`config.mk`:
```
export PLATFORM = sky130hd
export DESIGN_NAME = cpu_top
export DESIGN_NICKNAME = d
export VERILOG_FILES = /design/src/hdl/cpu_pkg.sv /design/src/hdl/cpu_bus_if.sv /design/src/hdl/cpu_top.sv /design/src/hdl/program_memory.sv /design/src/hdl/register_bank.sv /design/src/hdl/alu.sv /design/src/hdl/sequencer.sv /design/src/hdl/microcode_rom.sv
export SDC_FILE = /design/constraint.sdc
export NUM_CORES = 2
export LEC_CHECK = 0
export BUFFER_PORTS_ARGS = -buffer_cell sky130_fd_sc_hd__buf_2
export CORE_AREA = 2 2 396 398
export CTS_CLUSTER_DIAMETER = 30
export DETAILED_ROUTE_END_ITERATION = 10
export DIE_AREA = 0 0 398 400
export GPL_TIMING_DRIVEN = 1
export PLACE_DENSITY = 0.73
export SLEW_MARGIN = 20
export SYNTH_ARGS = -nofsm -noshare
export SYNTH_HDL_FRONTEND = slang
export SYNTH_SLANG_ARGS = --single-unit
```
`constraint.sdc`:
```
create_clock -name clk -period 4.1 [get_ports clk]
set_input_delay 1.23 -clock clk [delete_from_list [all_inputs] [get_ports clk]]
set_output_delay 1.23 -clock clk [all_outputs]
set_load 0.005 [all_outputs]
```
`src/hdl/cpu_pkg.sv`:
```
package cpu_pkg;

    // ================================================
    // Sizes
    localparam int DATA_WIDTH  = 8;
    localparam int ADDR_WIDTH  = 8;   // One-byte jump targets
    localparam int MICROSTEPS  = 4;   // ROM entries per opcode
    localparam int MSTEP_WIDTH = 2;

    // ================================================
    // Instruction set, grouped by high nibble
    typedef enum logic [DATA_WIDTH-1:0] {
        NOP    = 8'h00, HLT    = 8'h01,
        LDI_A  = 8'h10, LDI_B  = 8'h11, LDI_C  = 8'h12,
        MOV_AB = 8'h20, MOV_AC = 8'h21, MOV_BA = 8'h22,
        MOV_BC = 8'h23, MOV_CA = 8'h24, MOV_CB = 8'h25,
        ADD_B  = 8'h30, ADD_C  = 8'h31, SUB_B  = 8'h32,
        SUB_C  = 8'h33, CMP_B  = 8'h34, CMP_C  = 8'h35,
        ANA_B  = 8'h40, ANA_C  = 8'h41, ORA_B  = 8'h42,
        ORA_C  = 8'h43, XRA_B  = 8'h44, XRA_C  = 8'h45,
        ANI    = 8'h48, ORI    = 8'h49, XRI    = 8'h4a,
        INR_A  = 8'h50, DCR_A  = 8'h51, INR_B  = 8'h52,
        DCR_B  = 8'h53, INR_C  = 8'h54, DCR_C  = 8'h55,
        JMP    = 8'h60, JZ     = 8'h61, JNZ    = 8'h62,
        JC     = 8'h63
    } opcode_t;

    typedef enum logic [2:0] {
        ALU_NONE = 3'd0,   // Result register holds
        ALU_ADD  = 3'd1,
        ALU_SUB  = 3'd2,
        ALU_AND  = 3'd3,
        ALU_OR   = 3'd4,
        ALU_XOR  = 3'd5,
        ALU_INR  = 3'd6,
        ALU_DCR  = 3'd7
    } alu_op_t;

    typedef enum logic [2:0] {
        S_RESET, S_LATCH_ADDR, S_READ_BYTE, S_LATCH_BYTE,
        S_CHK_MORE_BYTES, S_EXECUTE, S_HALT
    } fsm_state_t;

    // ================================================
    // Control word
    typedef struct packed {
        logic    oe_a, oe_b, oe_c, oe_temp, oe_alu, oe_mem;   // Bus sources
        logic    load_a, load_b, load_c, load_ir, load_temp;
        logic    load_flags, load_pc, load_mar_pc;
        logic    pc_enable;
        alu_op_t alu_op;
        logic    alu_src2_c, alu_src2_temp;   // Else B
        logic    alu_src1_b, alu_src1_c;      // Else A
        logic    load_sets_z;                 // Z from bus value, C kept
        logic    check_zero, check_not_zero, check_carry;
        logic    last_step, halt;
    } control_word_t;

    // Fetched byte, opcode for IR or operand for TEMP
    typedef union packed {
        opcode_t               opcode;
        logic [DATA_WIDTH-1:0] data;
    } mem_byte_u;

endpackage
```
`src/hdl/cpu_bus_if.sv`:
```
`timescale 1ns/1ps

interface cpu_bus_if;
    import cpu_pkg::*;

    control_word_t cw;       // Acts on the next rising edge
    opcode_t       opcode;   // IR contents
    logic          flag_z;
    logic          flag_c;

    modport ctrl (
        output cw,
        input  opcode, flag_z, flag_c
    );

    modport datapath (
        input  cw,
        output opcode, flag_z, flag_c
    );

endinterface

```
`src/hdl/cpu_top.sv`:
```
`timescale 1ns/1ps

module cpu_top #(
    parameter int MEM_DEPTH = 256
) (
    input  logic                           clk,
    input  logic                           reset,
    input  logic                           load_en,
    input  logic [cpu_pkg::ADDR_WIDTH-1:0] load_addr,
    input  logic [cpu_pkg::DATA_WIDTH-1:0] load_data,
    output logic [cpu_pkg::DATA_WIDTH-1:0] reg_a,
    output logic [cpu_pkg::DATA_WIDTH-1:0] reg_b,
    output logic [cpu_pkg::DATA_WIDTH-1:0] reg_c,
    output logic                           flag_z,
    output logic                           flag_c,
    output logic [cpu_pkg::ADDR_WIDTH-1:0] pc,
    output logic                           halted,
    output logic                           illegal
);
    import cpu_pkg::*;

    control_word_t          rom_word;
    logic [MSTEP_WIDTH-1:0] mstep;
    logic [DATA_WIDTH-1:0]  data_bus;
    logic [DATA_WIDTH-1:0]  temp_val;
    logic [DATA_WIDTH-1:0]  alu_result;
    logic                   alu_z;
    logic                   alu_c;
    mem_byte_u              mem_byte;

    cpu_bus_if bus ();

    // ================================================
    // Control
    sequencer sequencer_inst (
        .clk      (clk),
        .reset    (reset),
        .bus      (bus),
        .rom_word (rom_word),
        .mstep    (mstep),
        .halted   (halted),
        .illegal  (illegal)
    );

    microcode_rom microcode_rom_inst (
        .clk      (clk),
        .opcode   (bus.opcode),
        .mstep    (mstep),
        .rom_word (rom_word)
    );

    // ================================================
    // Datapath
    alu alu_inst (
        .clk        (clk),
        .reset      (reset),
        .bus        (bus),
        .a_val      (reg_a),
        .b_val      (reg_b),
        .c_val      (reg_c),
        .temp_val   (temp_val),
        .alu_result (alu_result),
        .alu_z      (alu_z),
        .alu_c      (alu_c)
    );

    register_bank register_bank_inst (
        .clk        (clk),
        .reset      (reset),
        .bus        (bus),
        .mem_byte   (mem_byte),
        .alu_result (alu_result),
        .alu_z      (alu_z),
        .alu_c      (alu_c),
        .data_bus   (data_bus),
        .a_val      (reg_a),
        .b_val      (reg_b),
        .c_val      (reg_c),
        .temp_val   (temp_val)
    );

    program_memory #(
        .MEM_DEPTH (MEM_DEPTH)
    ) program_memory_inst (
        .clk       (clk),
        .reset     (reset),
        .bus       (bus),
        .data_bus  (data_bus),
        .load_en   (load_en),
        .load_addr (load_addr),
        .load_data (load_data),
        .mem_byte  (mem_byte),
        .pc        (pc)
    );

    assign flag_z = bus.flag_z;
    assign flag_c = bus.flag_c;

endmodule

```
`src/hdl/program_memory.sv`:
```
`timescale 1ns/1ps

module program_memory #(
    parameter int MEM_DEPTH = 256
) (
    input  logic                           clk,
    input  logic                           reset,
    cpu_bus_if.datapath                    bus,
    input  logic [cpu_pkg::DATA_WIDTH-1:0] data_bus,
    input  logic                           load_en,
    input  logic [cpu_pkg::ADDR_WIDTH-1:0] load_addr,
    input  logic [cpu_pkg::DATA_WIDTH-1:0] load_data,
    output cpu_pkg::mem_byte_u             mem_byte,
    output logic [cpu_pkg::ADDR_WIDTH-1:0] pc
);
    import cpu_pkg::*;

    localparam int MEM_AW = $clog2(MEM_DEPTH);

    logic [DATA_WIDTH-1:0] mem [MEM_DEPTH];
    logic [MEM_AW-1:0]     mar;   // Low PC bits, wraps modulo depth

    always_ff @(posedge clk) begin
        if (reset) begin
            pc <= '0;
        end else if (bus.cw.load_pc) begin
            pc <= data_bus;   // Jump target
        end else if (bus.cw.pc_enable) begin
            pc <= pc + 1'b1;
        end
    end

    always_ff @(posedge clk) begin
        if (bus.cw.load_mar_pc) begin
            mar <= pc[MEM_AW-1:0];
        end
        if (load_en) begin
            mem[load_addr[MEM_AW-1:0]] <= load_data;
        end
        mem_byte.data <= mem[mar];   // Valid the cycle after the read state
    end

    // Programs are loaded only while the core is held in reset
    a_load_in_reset: assert property (@(posedge clk) load_en |-> reset);

endmodule

```
`src/hdl/register_bank.sv`:
```
`timescale 1ns/1ps

module register_bank (
    input  logic                           clk,
    input  logic                           reset,
    cpu_bus_if.datapath                    bus,
    input  cpu_pkg::mem_byte_u             mem_byte,
    input  logic [cpu_pkg::DATA_WIDTH-1:0] alu_result,
    input  logic                           alu_z,
    input  logic                           alu_c,
    output logic [cpu_pkg::DATA_WIDTH-1:0] data_bus,
    output logic [cpu_pkg::DATA_WIDTH-1:0] a_val,
    output logic [cpu_pkg::DATA_WIDTH-1:0] b_val,
    output logic [cpu_pkg::DATA_WIDTH-1:0] c_val,
    output logic [cpu_pkg::DATA_WIDTH-1:0] temp_val
);
    import cpu_pkg::*;

    opcode_t ir;
    logic    flag_z;
    logic    flag_c;

    // ================================================
    // Internal bus, one source at a time
    assign data_bus = ({DATA_WIDTH{bus.cw.oe_a}}    & a_val)
                    | ({DATA_WIDTH{bus.cw.oe_b}}    & b_val)
                    | ({DATA_WIDTH{bus.cw.oe_c}}    & c_val)
                    | ({DATA_WIDTH{bus.cw.oe_temp}} & temp_val)
                    | ({DATA_WIDTH{bus.cw.oe_alu}}  & alu_result)
                    | ({DATA_WIDTH{bus.cw.oe_mem}}  & mem_byte.data);

    always_ff @(posedge clk) begin
        if (reset) begin
            a_val  <= '0;
            b_val  <= '0;
            c_val  <= '0;
            ir     <= NOP;
            flag_z <= 1'b0;
            flag_c <= 1'b0;
        end else begin
            if (bus.cw.load_a) begin
                a_val <= data_bus;
            end
            if (bus.cw.load_b) begin
                b_val <= data_bus;
            end
            if (bus.cw.load_c) begin
                c_val <= data_bus;
            end
            if (bus.cw.load_ir) begin
                ir <= mem_byte.opcode;   // Opcode view of the fetched byte
            end
            if (bus.cw.load_flags && bus.cw.load_sets_z) begin
                flag_z <= (data_bus == '0);   // Immediate loads
            end else if (bus.cw.load_flags) begin
                flag_z <= alu_z;
                flag_c <= alu_c;
            end
        end
    end

    always_ff @(posedge clk) begin
        if (bus.cw.load_temp) begin
            temp_val <= mem_byte.data;   // Operand byte
        end
    end

    assign bus.opcode = ir;
    assign bus.flag_z = flag_z;
    assign bus.flag_c = flag_c;

    // The sequencer never enables two bus sources together
    a_bus_onehot: assert property (@(posedge clk) disable iff (reset)
        $onehot0({bus.cw.oe_a, bus.cw.oe_b, bus.cw.oe_c,
                  bus.cw.oe_temp, bus.cw.oe_alu, bus.cw.oe_mem}));

endmodule

```
`src/hdl/alu.sv`:
```
`timescale 1ns/1ps

module alu (
    input  logic                           clk,
    input  logic                           reset,
    cpu_bus_if.datapath                    bus,
    input  logic [cpu_pkg::DATA_WIDTH-1:0] a_val,
    input  logic [cpu_pkg::DATA_WIDTH-1:0] b_val,
    input  logic [cpu_pkg::DATA_WIDTH-1:0] c_val,
    input  logic [cpu_pkg::DATA_WIDTH-1:0] temp_val,
    output logic [cpu_pkg::DATA_WIDTH-1:0] alu_result,
    output logic                           alu_z,
    output logic                           alu_c
);
    import cpu_pkg::*;

    logic [DATA_WIDTH-1:0] src1;
    logic [DATA_WIDTH-1:0] src2;
    logic [DATA_WIDTH:0]   wide;   // Top bit is carry or borrow

    always_comb begin
        src1 = bus.cw.alu_src1_b ? b_val : (bus.cw.alu_src1_c ? c_val : a_val);
        src2 = bus.cw.alu_src2_temp ? temp_val : (bus.cw.alu_src2_c ? c_val : b_val);
        case (bus.cw.alu_op)
            ALU_ADD: wide = {1'b0, src1} + {1'b0, src2};
            ALU_SUB: wide = {1'b0, src1} - {1'b0, src2};
            ALU_AND: wide = {1'b0, src1 & src2};
            ALU_OR:  wide = {1'b0, src1 | src2};
            ALU_XOR: wide = {1'b0, src1 ^ src2};
            ALU_INR: wide = {1'b0, src1} + (DATA_WIDTH + 1)'(1);
            ALU_DCR: wide = {1'b0, src1} - (DATA_WIDTH + 1)'(1);
            default: wide = '0;
        endcase
    end

    // Latched in step 0, read back in step 1
    always_ff @(posedge clk) begin
        if (reset) begin
            alu_result <= '0;
            alu_c      <= 1'b0;
        end else if (bus.cw.alu_op != ALU_NONE) begin
            alu_result <= wide[DATA_WIDTH-1:0];
            alu_c      <= wide[DATA_WIDTH];
        end
    end

    assign alu_z = (alu_result == '0);

endmodule

```
`src/hdl/sequencer.sv`:
```
`timescale 1ns/1ps

module sequencer (
    input  logic                            clk,
    input  logic                            reset,
    cpu_bus_if.ctrl                         bus,
    input  cpu_pkg::control_word_t          rom_word,
    output logic [cpu_pkg::MSTEP_WIDTH-1:0] mstep,
    output logic                            halted,
    output logic                            illegal
);
    import cpu_pkg::*;

    fsm_state_t             state;
    fsm_state_t             next_state;
    logic [MSTEP_WIDTH-1:0] next_mstep;
    logic [1:0]             byte_count;
    logic [1:0]             next_byte_count;
    logic [1:0]             n_operands;
    logic                   known_opcode;
    logic                   next_illegal;
    logic                   check_jump;
    logic                   jump_taken;
    control_word_t          cw;

    // ================================================
    // Operand bytes per opcode
    always_comb begin
        known_opcode = 1'b1;
        n_operands   = 2'd0;
        case (bus.opcode)
            LDI_A, LDI_B, LDI_C, ANI, ORI, XRI, JMP, JZ, JNZ, JC:
                n_operands = 2'd1;
            NOP, HLT, MOV_AB, MOV_AC, MOV_BA, MOV_BC, MOV_CA, MOV_CB,
            ADD_B, ADD_C, SUB_B, SUB_C, CMP_B, CMP_C, ANA_B, ANA_C,
            ORA_B, ORA_C, XRA_B, XRA_C, INR_A, DCR_A, INR_B, DCR_B, INR_C, DCR_C:
                n_operands = 2'd0;
            default: known_opcode = 1'b0;
        endcase
    end

    assign check_jump = rom_word.check_zero | rom_word.check_not_zero | rom_word.check_carry;
    assign jump_taken = (rom_word.check_zero & bus.flag_z)
                      | (rom_word.check_not_zero & ~bus.flag_z)
                      | (rom_word.check_carry & bus.flag_c);

    always_ff @(posedge clk) begin
        if (reset) begin
            state      <= S_RESET;
            mstep      <= '0;
            byte_count <= '0;
            illegal    <= 1'b0;
        end else begin
            state      <= next_state;
            mstep      <= next_mstep;
            byte_count <= next_byte_count;
            illegal    <= next_illegal;
        end
    end

    // ================================================
    // Fetch and execute
    always_comb begin
        next_state      = state;
        next_mstep      = mstep;
        next_byte_count = byte_count;
        next_illegal    = illegal;
        cw              = '0;
        case (state)
            S_RESET:      next_state = S_LATCH_ADDR;
            S_LATCH_ADDR: begin
                cw.load_mar_pc = 1'b1;
                next_state     = S_READ_BYTE;
            end
            S_READ_BYTE:  next_state = S_LATCH_BYTE;   // Memory output register fills
            S_LATCH_BYTE: begin
                cw.oe_mem       = 1'b1;
                cw.pc_enable    = 1'b1;
                next_byte_count = byte_count + 2'd1;
                next_state      = S_CHK_MORE_BYTES;
                case (byte_count)
                    2'd0:    cw.load_ir = 1'b1;
                    2'd1:    cw.load_temp = 1'b1;
                    default: begin
                        next_illegal = 1'b1;   // Byte count overflow
                        next_state   = S_HALT;
                    end
                endcase
            end
            S_CHK_MORE_BYTES: begin
                if (!known_opcode) begin
                    next_illegal = 1'b1;
                    next_state   = S_HALT;
                end else if (byte_count > n_operands) begin
                    next_byte_count = '0;
                    next_state      = S_EXECUTE;
                end else begin
                    next_state = S_LATCH_ADDR;
                end
            end
            S_EXECUTE: begin
                cw         = rom_word;
                next_mstep = '0;
                if (rom_word.halt) begin
                    next_state = S_HALT;
                end else if (check_jump && !jump_taken) begin
                    cw.load_pc = 1'b0;   // Fall through to the next opcode
                    next_state = S_LATCH_ADDR;
                end else if (rom_word.last_step) begin
                    next_state = S_LATCH_ADDR;
                end else begin
                    next_mstep = mstep + 1'b1;
                end
            end
            default: next_state = S_HALT;   // Held until reset
        endcase
    end

    assign bus.cw = cw;
    assign halted = (state == S_HALT);

    // Every microcode sequence ends before the step counter wraps
    a_mstep_bound: assert property (@(posedge clk) disable iff (reset)
        (state == S_EXECUTE && mstep == MSTEP_WIDTH'(MICROSTEPS - 1))
            |-> (rom_word.last_step || rom_word.halt));

    a_halt_sticky: assert property (@(posedge clk) disable iff (reset) halted |=> halted);

endmodule

```
`src/hdl/microcode_rom.sv`:
```
`timescale 1ns/1ps

module microcode_rom (
    input  logic                            clk,
    input  cpu_pkg::opcode_t                opcode,
    input  logic [cpu_pkg::MSTEP_WIDTH-1:0] mstep,
    output cpu_pkg::control_word_t          rom_word
);
    import cpu_pkg::*;

    // ALU opcode entry, step 0 latches and step 1 writes back
    typedef struct packed {
        alu_op_t    op;
        logic       src1_b;
        logic       src1_c;
        logic       src2_c;
        logic       src2_temp;
        logic [2:0] dest;   // One-hot {C, B, A}
    } alu_entry_t;

    alu_entry_t ent;

    always_comb begin
        case (opcode)                                   // op  s1b s1c s2c s2t  dest
            ADD_B:   ent = '{ALU_ADD, 1'b0, 1'b0, 1'b0, 1'b0, 3'b001};
            ADD_C:   ent = '{ALU_ADD, 1'b0, 1'b0, 1'b1, 1'b0, 3'b001};
            SUB_B:   ent = '{ALU_SUB, 1'b0, 1'b0, 1'b0, 1'b0, 3'b001};
            SUB_C:   ent = '{ALU_SUB, 1'b0, 1'b0, 1'b1, 1'b0, 3'b001};
            CMP_B:   ent = '{ALU_SUB, 1'b0, 1'b0, 1'b0, 1'b0, 3'b000};
            CMP_C:   ent = '{ALU_SUB, 1'b0, 1'b0, 1'b1, 1'b0, 3'b000};
            ANA_B:   ent = '{ALU_AND, 1'b0, 1'b0, 1'b0, 1'b0, 3'b001};
            ANA_C:   ent = '{ALU_AND, 1'b0, 1'b0, 1'b1, 1'b0, 3'b001};
            ORA_B:   ent = '{ALU_OR,  1'b0, 1'b0, 1'b0, 1'b0, 3'b001};
            ORA_C:   ent = '{ALU_OR,  1'b0, 1'b0, 1'b1, 1'b0, 3'b001};
            XRA_B:   ent = '{ALU_XOR, 1'b0, 1'b0, 1'b0, 1'b0, 3'b001};
            XRA_C:   ent = '{ALU_XOR, 1'b0, 1'b0, 1'b1, 1'b0, 3'b001};
            ANI:     ent = '{ALU_AND, 1'b0, 1'b0, 1'b0, 1'b1, 3'b001};
            ORI:     ent = '{ALU_OR,  1'b0, 1'b0, 1'b0, 1'b1, 3'b001};
            XRI:     ent = '{ALU_XOR, 1'b0, 1'b0, 1'b0, 1'b1, 3'b001};
            INR_A:   ent = '{ALU_INR, 1'b0, 1'b0, 1'b0, 1'b0, 3'b001};
            DCR_A:   ent = '{ALU_DCR, 1'b0, 1'b0, 1'b0, 1'b0, 3'b001};
            INR_B:   ent = '{ALU_INR, 1'b1, 1'b0, 1'b0, 1'b0, 3'b010};
            DCR_B:   ent = '{ALU_DCR, 1'b1, 1'b0, 1'b0, 1'b0, 3'b010};
            INR_C:   ent = '{ALU_INR, 1'b0, 1'b1, 1'b0, 1'b0, 3'b100};
            DCR_C:   ent = '{ALU_DCR, 1'b0, 1'b1, 1'b0, 1'b0, 3'b100};
            default: ent = '0;
        endcase
    end

    always_comb begin
        rom_word = '0;
        if (ent.op != ALU_NONE) begin
            if (mstep == 2'd0) begin
                rom_word.alu_op        = ent.op;
                rom_word.alu_src1_b    = ent.src1_b;
                rom_word.alu_src1_c    = ent.src1_c;
                rom_word.alu_src2_c    = ent.src2_c;
                rom_word.alu_src2_temp = ent.src2_temp;
            end else if (mstep == 2'd1) begin
                rom_word.oe_alu     = |ent.dest;   // CMP keeps A untouched
                rom_word.load_a     = ent.dest[0];
                rom_word.load_b     = ent.dest[1];
                rom_word.load_c     = ent.dest[2];
                rom_word.load_flags = 1'b1;
                rom_word.last_step  = 1'b1;
            end
        end else if (mstep == 2'd0) begin
            rom_word.last_step = 1'b1;   // Everything else is one step
            case (opcode)
                HLT: begin
                    rom_word.last_step = 1'b0;
                    rom_word.halt      = 1'b1;
                end
                LDI_A, LDI_B, LDI_C: begin
                    rom_word.oe_temp     = 1'b1;
                    rom_word.load_a      = (opcode == LDI_A);
                    rom_word.load_b      = (opcode == LDI_B);
                    rom_word.load_c      = (opcode == LDI_C);
                    rom_word.load_flags  = 1'b1;
                    rom_word.load_sets_z = 1'b1;
                end
                MOV_AB, MOV_AC, MOV_BA, MOV_BC, MOV_CA, MOV_CB: begin
                    rom_word.oe_a   = opcode inside {MOV_AB, MOV_AC};
                    rom_word.oe_b   = opcode inside {MOV_BA, MOV_BC};
                    rom_word.oe_c   = opcode inside {MOV_CA, MOV_CB};
                    rom_word.load_a = opcode inside {MOV_BA, MOV_CA};
                    rom_word.load_b = opcode inside {MOV_AB, MOV_CB};
                    rom_word.load_c = opcode inside {MOV_AC, MOV_BC};
                end
                JMP, JZ, JNZ, JC: begin
                    rom_word.oe_temp        = 1'b1;   // Target byte onto the bus
                    rom_word.load_pc        = 1'b1;
                    rom_word.check_zero     = (opcode == JZ);
                    rom_word.check_not_zero = (opcode == JNZ);
                    rom_word.check_carry    = (opcode == JC);
                end
                default: rom_word.last_step = (opcode == NOP);   // Unknown stays empty
            endcase
        end
    end

    // A later step is only reached from a step that did not finish
    a_step_order: assert property (@(posedge clk)
        (mstep != '0) |-> $past(!rom_word.last_step && !rom_word.halt));

endmodule

```
==> flow_summary.json <==
{
  "via_count": 44923,
  "remaining_drc_errors": 0,
  "slowest_delay_ns": 0.37,
  "pre_cts_slack_ns": 0.0393,
  "place_congestion": 0.871,
  "synth_top_area_share_pct": 73.2,
  "reg2reg_to": "alu_inst.alu_c$_SDFFE_PP0P_",
  "r2r_slack_ns": 0.19,
  "reg2regPathDepth": 19,
  "cp_data_required_time_ns": 4.91,
  "hp-start": "register_bank_inst.bus.opcode[6]$_SDFFE_PP0P_",
  "ys_warn_count": 0,
  "synth_area_um2": 84700,
  "power.total_uw": 60000,
  "hpwl_um": 123000,
  "synth.most_common_cell": "edfxtp_1",
  "clkLatencyLatePin_ns": 0.91,
  "avgViaCountPerCell": 6.47,
  "synth_area_leader_cell": "edfxtp_1",
  "area_delta_synth_final_pct": 21.4,
  "die_y_um": 400,
  "worstHoldPathCells": 2,
  "path_clk_slew_ns": 0.05,
  "path_delay_family": "compound AO/OA/AOI/OAI gates",
  "period_share_pct": 95.3,
  "maxCapViolCount": 0,
  "syn_nets": 4052,
  "synth_enable_flop_cells": 2064,
  "setup_violations": 0,
  "seq_area_um2": 63300,
  "slew_headroom_pct": 27.7,
  "synthFlopType": "edfxtp_1",
  "fill_cells": 9393,
  "ys_ff_latch": 2131,
  "tightest_slew_ns": 1.08,
  "grt_pass1_wl_um": 320000,
  "wire_per_inst_um": 31.4,
  "grt.overflow.total": 0,
  "leakagePower_uw": 0.0338,
  "critical_path.slowest_cell": "mux2_4",
  "clock-sinks": 2131,
  "fmax_mhz": 256,
  "crit_fanout": 5,
  "final_nets": 4626,
  "cp-start-kind": "flop",
  "crit_path_cell_trace": "inv_1 -> ha_2 -> and4b_2 -> o2111ai_4 -> mux2_4 -> mux2i_4 -> ha_2 -> nand3_1 -> mux2_2 -> a21oi_4 -> o21ai_0 -> a211o_1 -> ha_4 -> or3_1 -> o21ai_0 -> a21oi_1 -> nor2_1 -> nand3_1 -> o211ai_1",
  "layout-drive-gt1-share_pct": 35.8,
  "ys_seq_area_share_pct": 74.8,
  "antenna_left": 0,
  "die-area_um2": 159000,
  "drt-initial-drc-count": 6268,
  "powerDensity_nw_per_um2": 583,
  "grt_usage_pct": 27.9,
  "start_util_pct": 54.6,
  "crit_arrival_ns": 4.72,
  "pin_count": 55,
  "clockRootBuffer": "clkbuf_16",
  "multi_input_area_um2": 20200,
  "dieWidth_um": 398,
  "hold_path.class": "flop to flop",
  "hold_violations": 0,
  "worst_slack_ns": 0.191,
  "antenna_found_initial": 8,
  "drt_pre_antenna_iters": 9,
  "grt_pass1_vias": 46074,
  "crit_buf_inv": 1,
  "cts_made_buffers": 386,
  "synth_top_cells_by_area": "edfxtp_1 73%, mux4_2 17%, dfxtp_1 1.6%",
  "end_kind": "flop",
  "wirelength_um": 218000,
  "htree_levels": 5,
  "rows": 145,
  "core_um2": 155000,
  "async_reset_ff_share_pct": 0,
  "slew_viol_final": 0,
  "io_buffers": 54,
  "hold_path_end": "register_bank_inst.bus.opcode[6]$_SDFFE_PP0P_",
  "rr_startpoint": "sequencer_inst.mstep[0]$_SDFFE_PP0P_",
  "cts_tree": "yes",
  "finalClockSkew_ns": 0.0498,
  "syn_inst": 4001,
  "grt_max_degree": 123,
  "clk_path_buf_depth": 4,
  "status": "finished clean",
  "syn_avg_cell_area_um2": 21.2,
  "vdd_drop_max_uv": 431,
  "ys_types": 89,
  "critPathKind": "flop to flop",
  "yosys-top-cells-count": "2,064 x edfxtp_1, 640 x mux4_2, 345 x nor2_1",
  "fin_crit_ns": 3.91
}
==> worst register-to-register path, stage by stage, from the launching register on <==
cell and delay (ns):
dfxtp_1 0.31, inv_1 0.09, ha_2 0.18, and4b_2 0.30, o2111ai_4 0.20, mux2_4 0.37, mux2i_4 0.16, ha_2 0.22
nand3_1 0.06, mux2_2 0.29, a21oi_4 0.18, o21ai_0 0.11, a211o_1 0.30, ha_4 0.25, or3_1 0.32, o21ai_0 0.10
a21oi_1 0.08, nor2_1 0.10, nand3_1 0.09, o211ai_1 0.09
==> state kept, by name (all words and copies together), names as in the netlist <==
register / count
sequencer_inst.state: 3
register_bank_inst.temp_val: 8
register_bank_inst.bus.flag_c: 1
register_bank_inst.a_val: 8
program_memory_inst.mar: 8
alu_inst.alu_c: 1
program_memory_inst.pc: 8
register_bank_inst.c_val: 8
register_bank_inst.bus.opcode: 8
program_memory_inst.mem: 2048
register_bank_inst.b_val: 8
register_bank_inst.bus.flag_z: 1
program_memory_inst.mem_byte: 8
sequencer_inst.mstep: 2
sequencer_inst.byte_count: 2
sequencer_inst.illegal: 1
alu_inst.alu_result: 8
==> area by class of cell <==
cell class / count / share of cell area [%]
Antenna cell: 4 / 0.00974
Clock buffer: 423 / 9.67
Clock inverter: 276 / 2.89
Inverter: 26 / 0.0949
Multi-Input combinational cell: 1605 / 19.7
Sequential cell: 2131 / 61.6
Tap cell: 2058 / 2.50
Timing Repair Buffer: 425 / 3.55
==> how the worst max path moves through the flow <==
stage                                                        startpoint                             endpoint  slack [ns]  depth (start not counted)
after floorplan                    sequencer_inst.mstep[0]$_SDFFE_PP0P_          alu_inst.alu_c$_SDFFE_PP0P_        0.02                         20
after global routing      register_bank_inst.bus.opcode[6]$_SDFFE_PP0P_  alu_inst.alu_result[7]$_SDFFE_PP0P_       -0.02                         16
final                              sequencer_inst.mstep[0]$_SDFFE_PP0P_          alu_inst.alu_c$_SDFFE_PP0P_        0.19                         19
after CTS                          sequencer_inst.mstep[0]$_SDFFE_PP0P_          alu_inst.alu_c$_SDFFE_PP0P_        0.01                         19
after global placement             sequencer_inst.mstep[0]$_SDFFE_PP0P_          alu_inst.alu_c$_SDFFE_PP0P_        0.04                         19
after detailed placement           sequencer_inst.mstep[0]$_SDFFE_PP0P_          alu_inst.alu_c$_SDFFE_PP0P_        0.04                         19
==> power by group <==
group,total [µW],switching (µW),internal [µW],leakage [µW]
sequential,24100,112,24000,0.0191
combinational,4320,2420,1900,0.00846
clock,31500,11000,20600,0.00625
==> cells in the final DEF (no fill, tap or decap), drive strengths merged, types with 10 or more instances in the layout <==
master,instances
clkinvlp,40
ha,31
mux4,640
a221oi,22
mux2i,42
nor2b,24
nand3,39
clkinv,139
a22o,21
nor2,347
buf,421
and3,10
mux2,10
inv,75
bufinv,48
a22oi,50
edfxtp,2064
dfxtp,67
clkbuf,427
a21oi,48
nand4,11
nor3,15
a21o,12
nand2,111
o21ai,37
==> logic make-up (layout without fill, tap and decap cells) <==
logic type	Yosys count	count (layout)	synth area share, %
DFF	2131	2131	74.8
muxes	692	692	17.7
and+or+nand+nor	608	608	3.21
buffers and inverters	265	1150	1.45
AOI/OAI and AO/OA	264	264	2.29
adders and majority gates	32	32	0.482
xor gates and xnor gates	9	9	0.0931
other	0	4	0
==> layer usage <==
layer  track usage, %  wire length [µm]
met5                0                40
met4             10.7              7740
met3             6.15             21200
met2             44.3            107000
met1             38.2             82000
==> per-stage QoR <==
stage                     util [%]  instance area (µm²)  hold slack [ns]  instances  setup TNS (ns)
after detailed placement      57.9                89800            0.491       6244               0
after global routing          66.3               103000            0.537       6946         -0.0581
after floorplan                  -                84700            0.430       4001               0
after global placement        57.9                89700            0.476       6242               0
after CTS                     66.2               103000            0.504       6943               0
final                         66.3               103000            0.501       6948               0
==> what timing repair did <==
action                     in CTS  in global routing
gates cloned                    0                  0
setup buffers                   0                  1
setup endpoints to repair       1                  4
pin swaps                       0                 11
resized for setup               3                 28
hold buffers                    0                  0
Power figures use the tool's default switching activity.
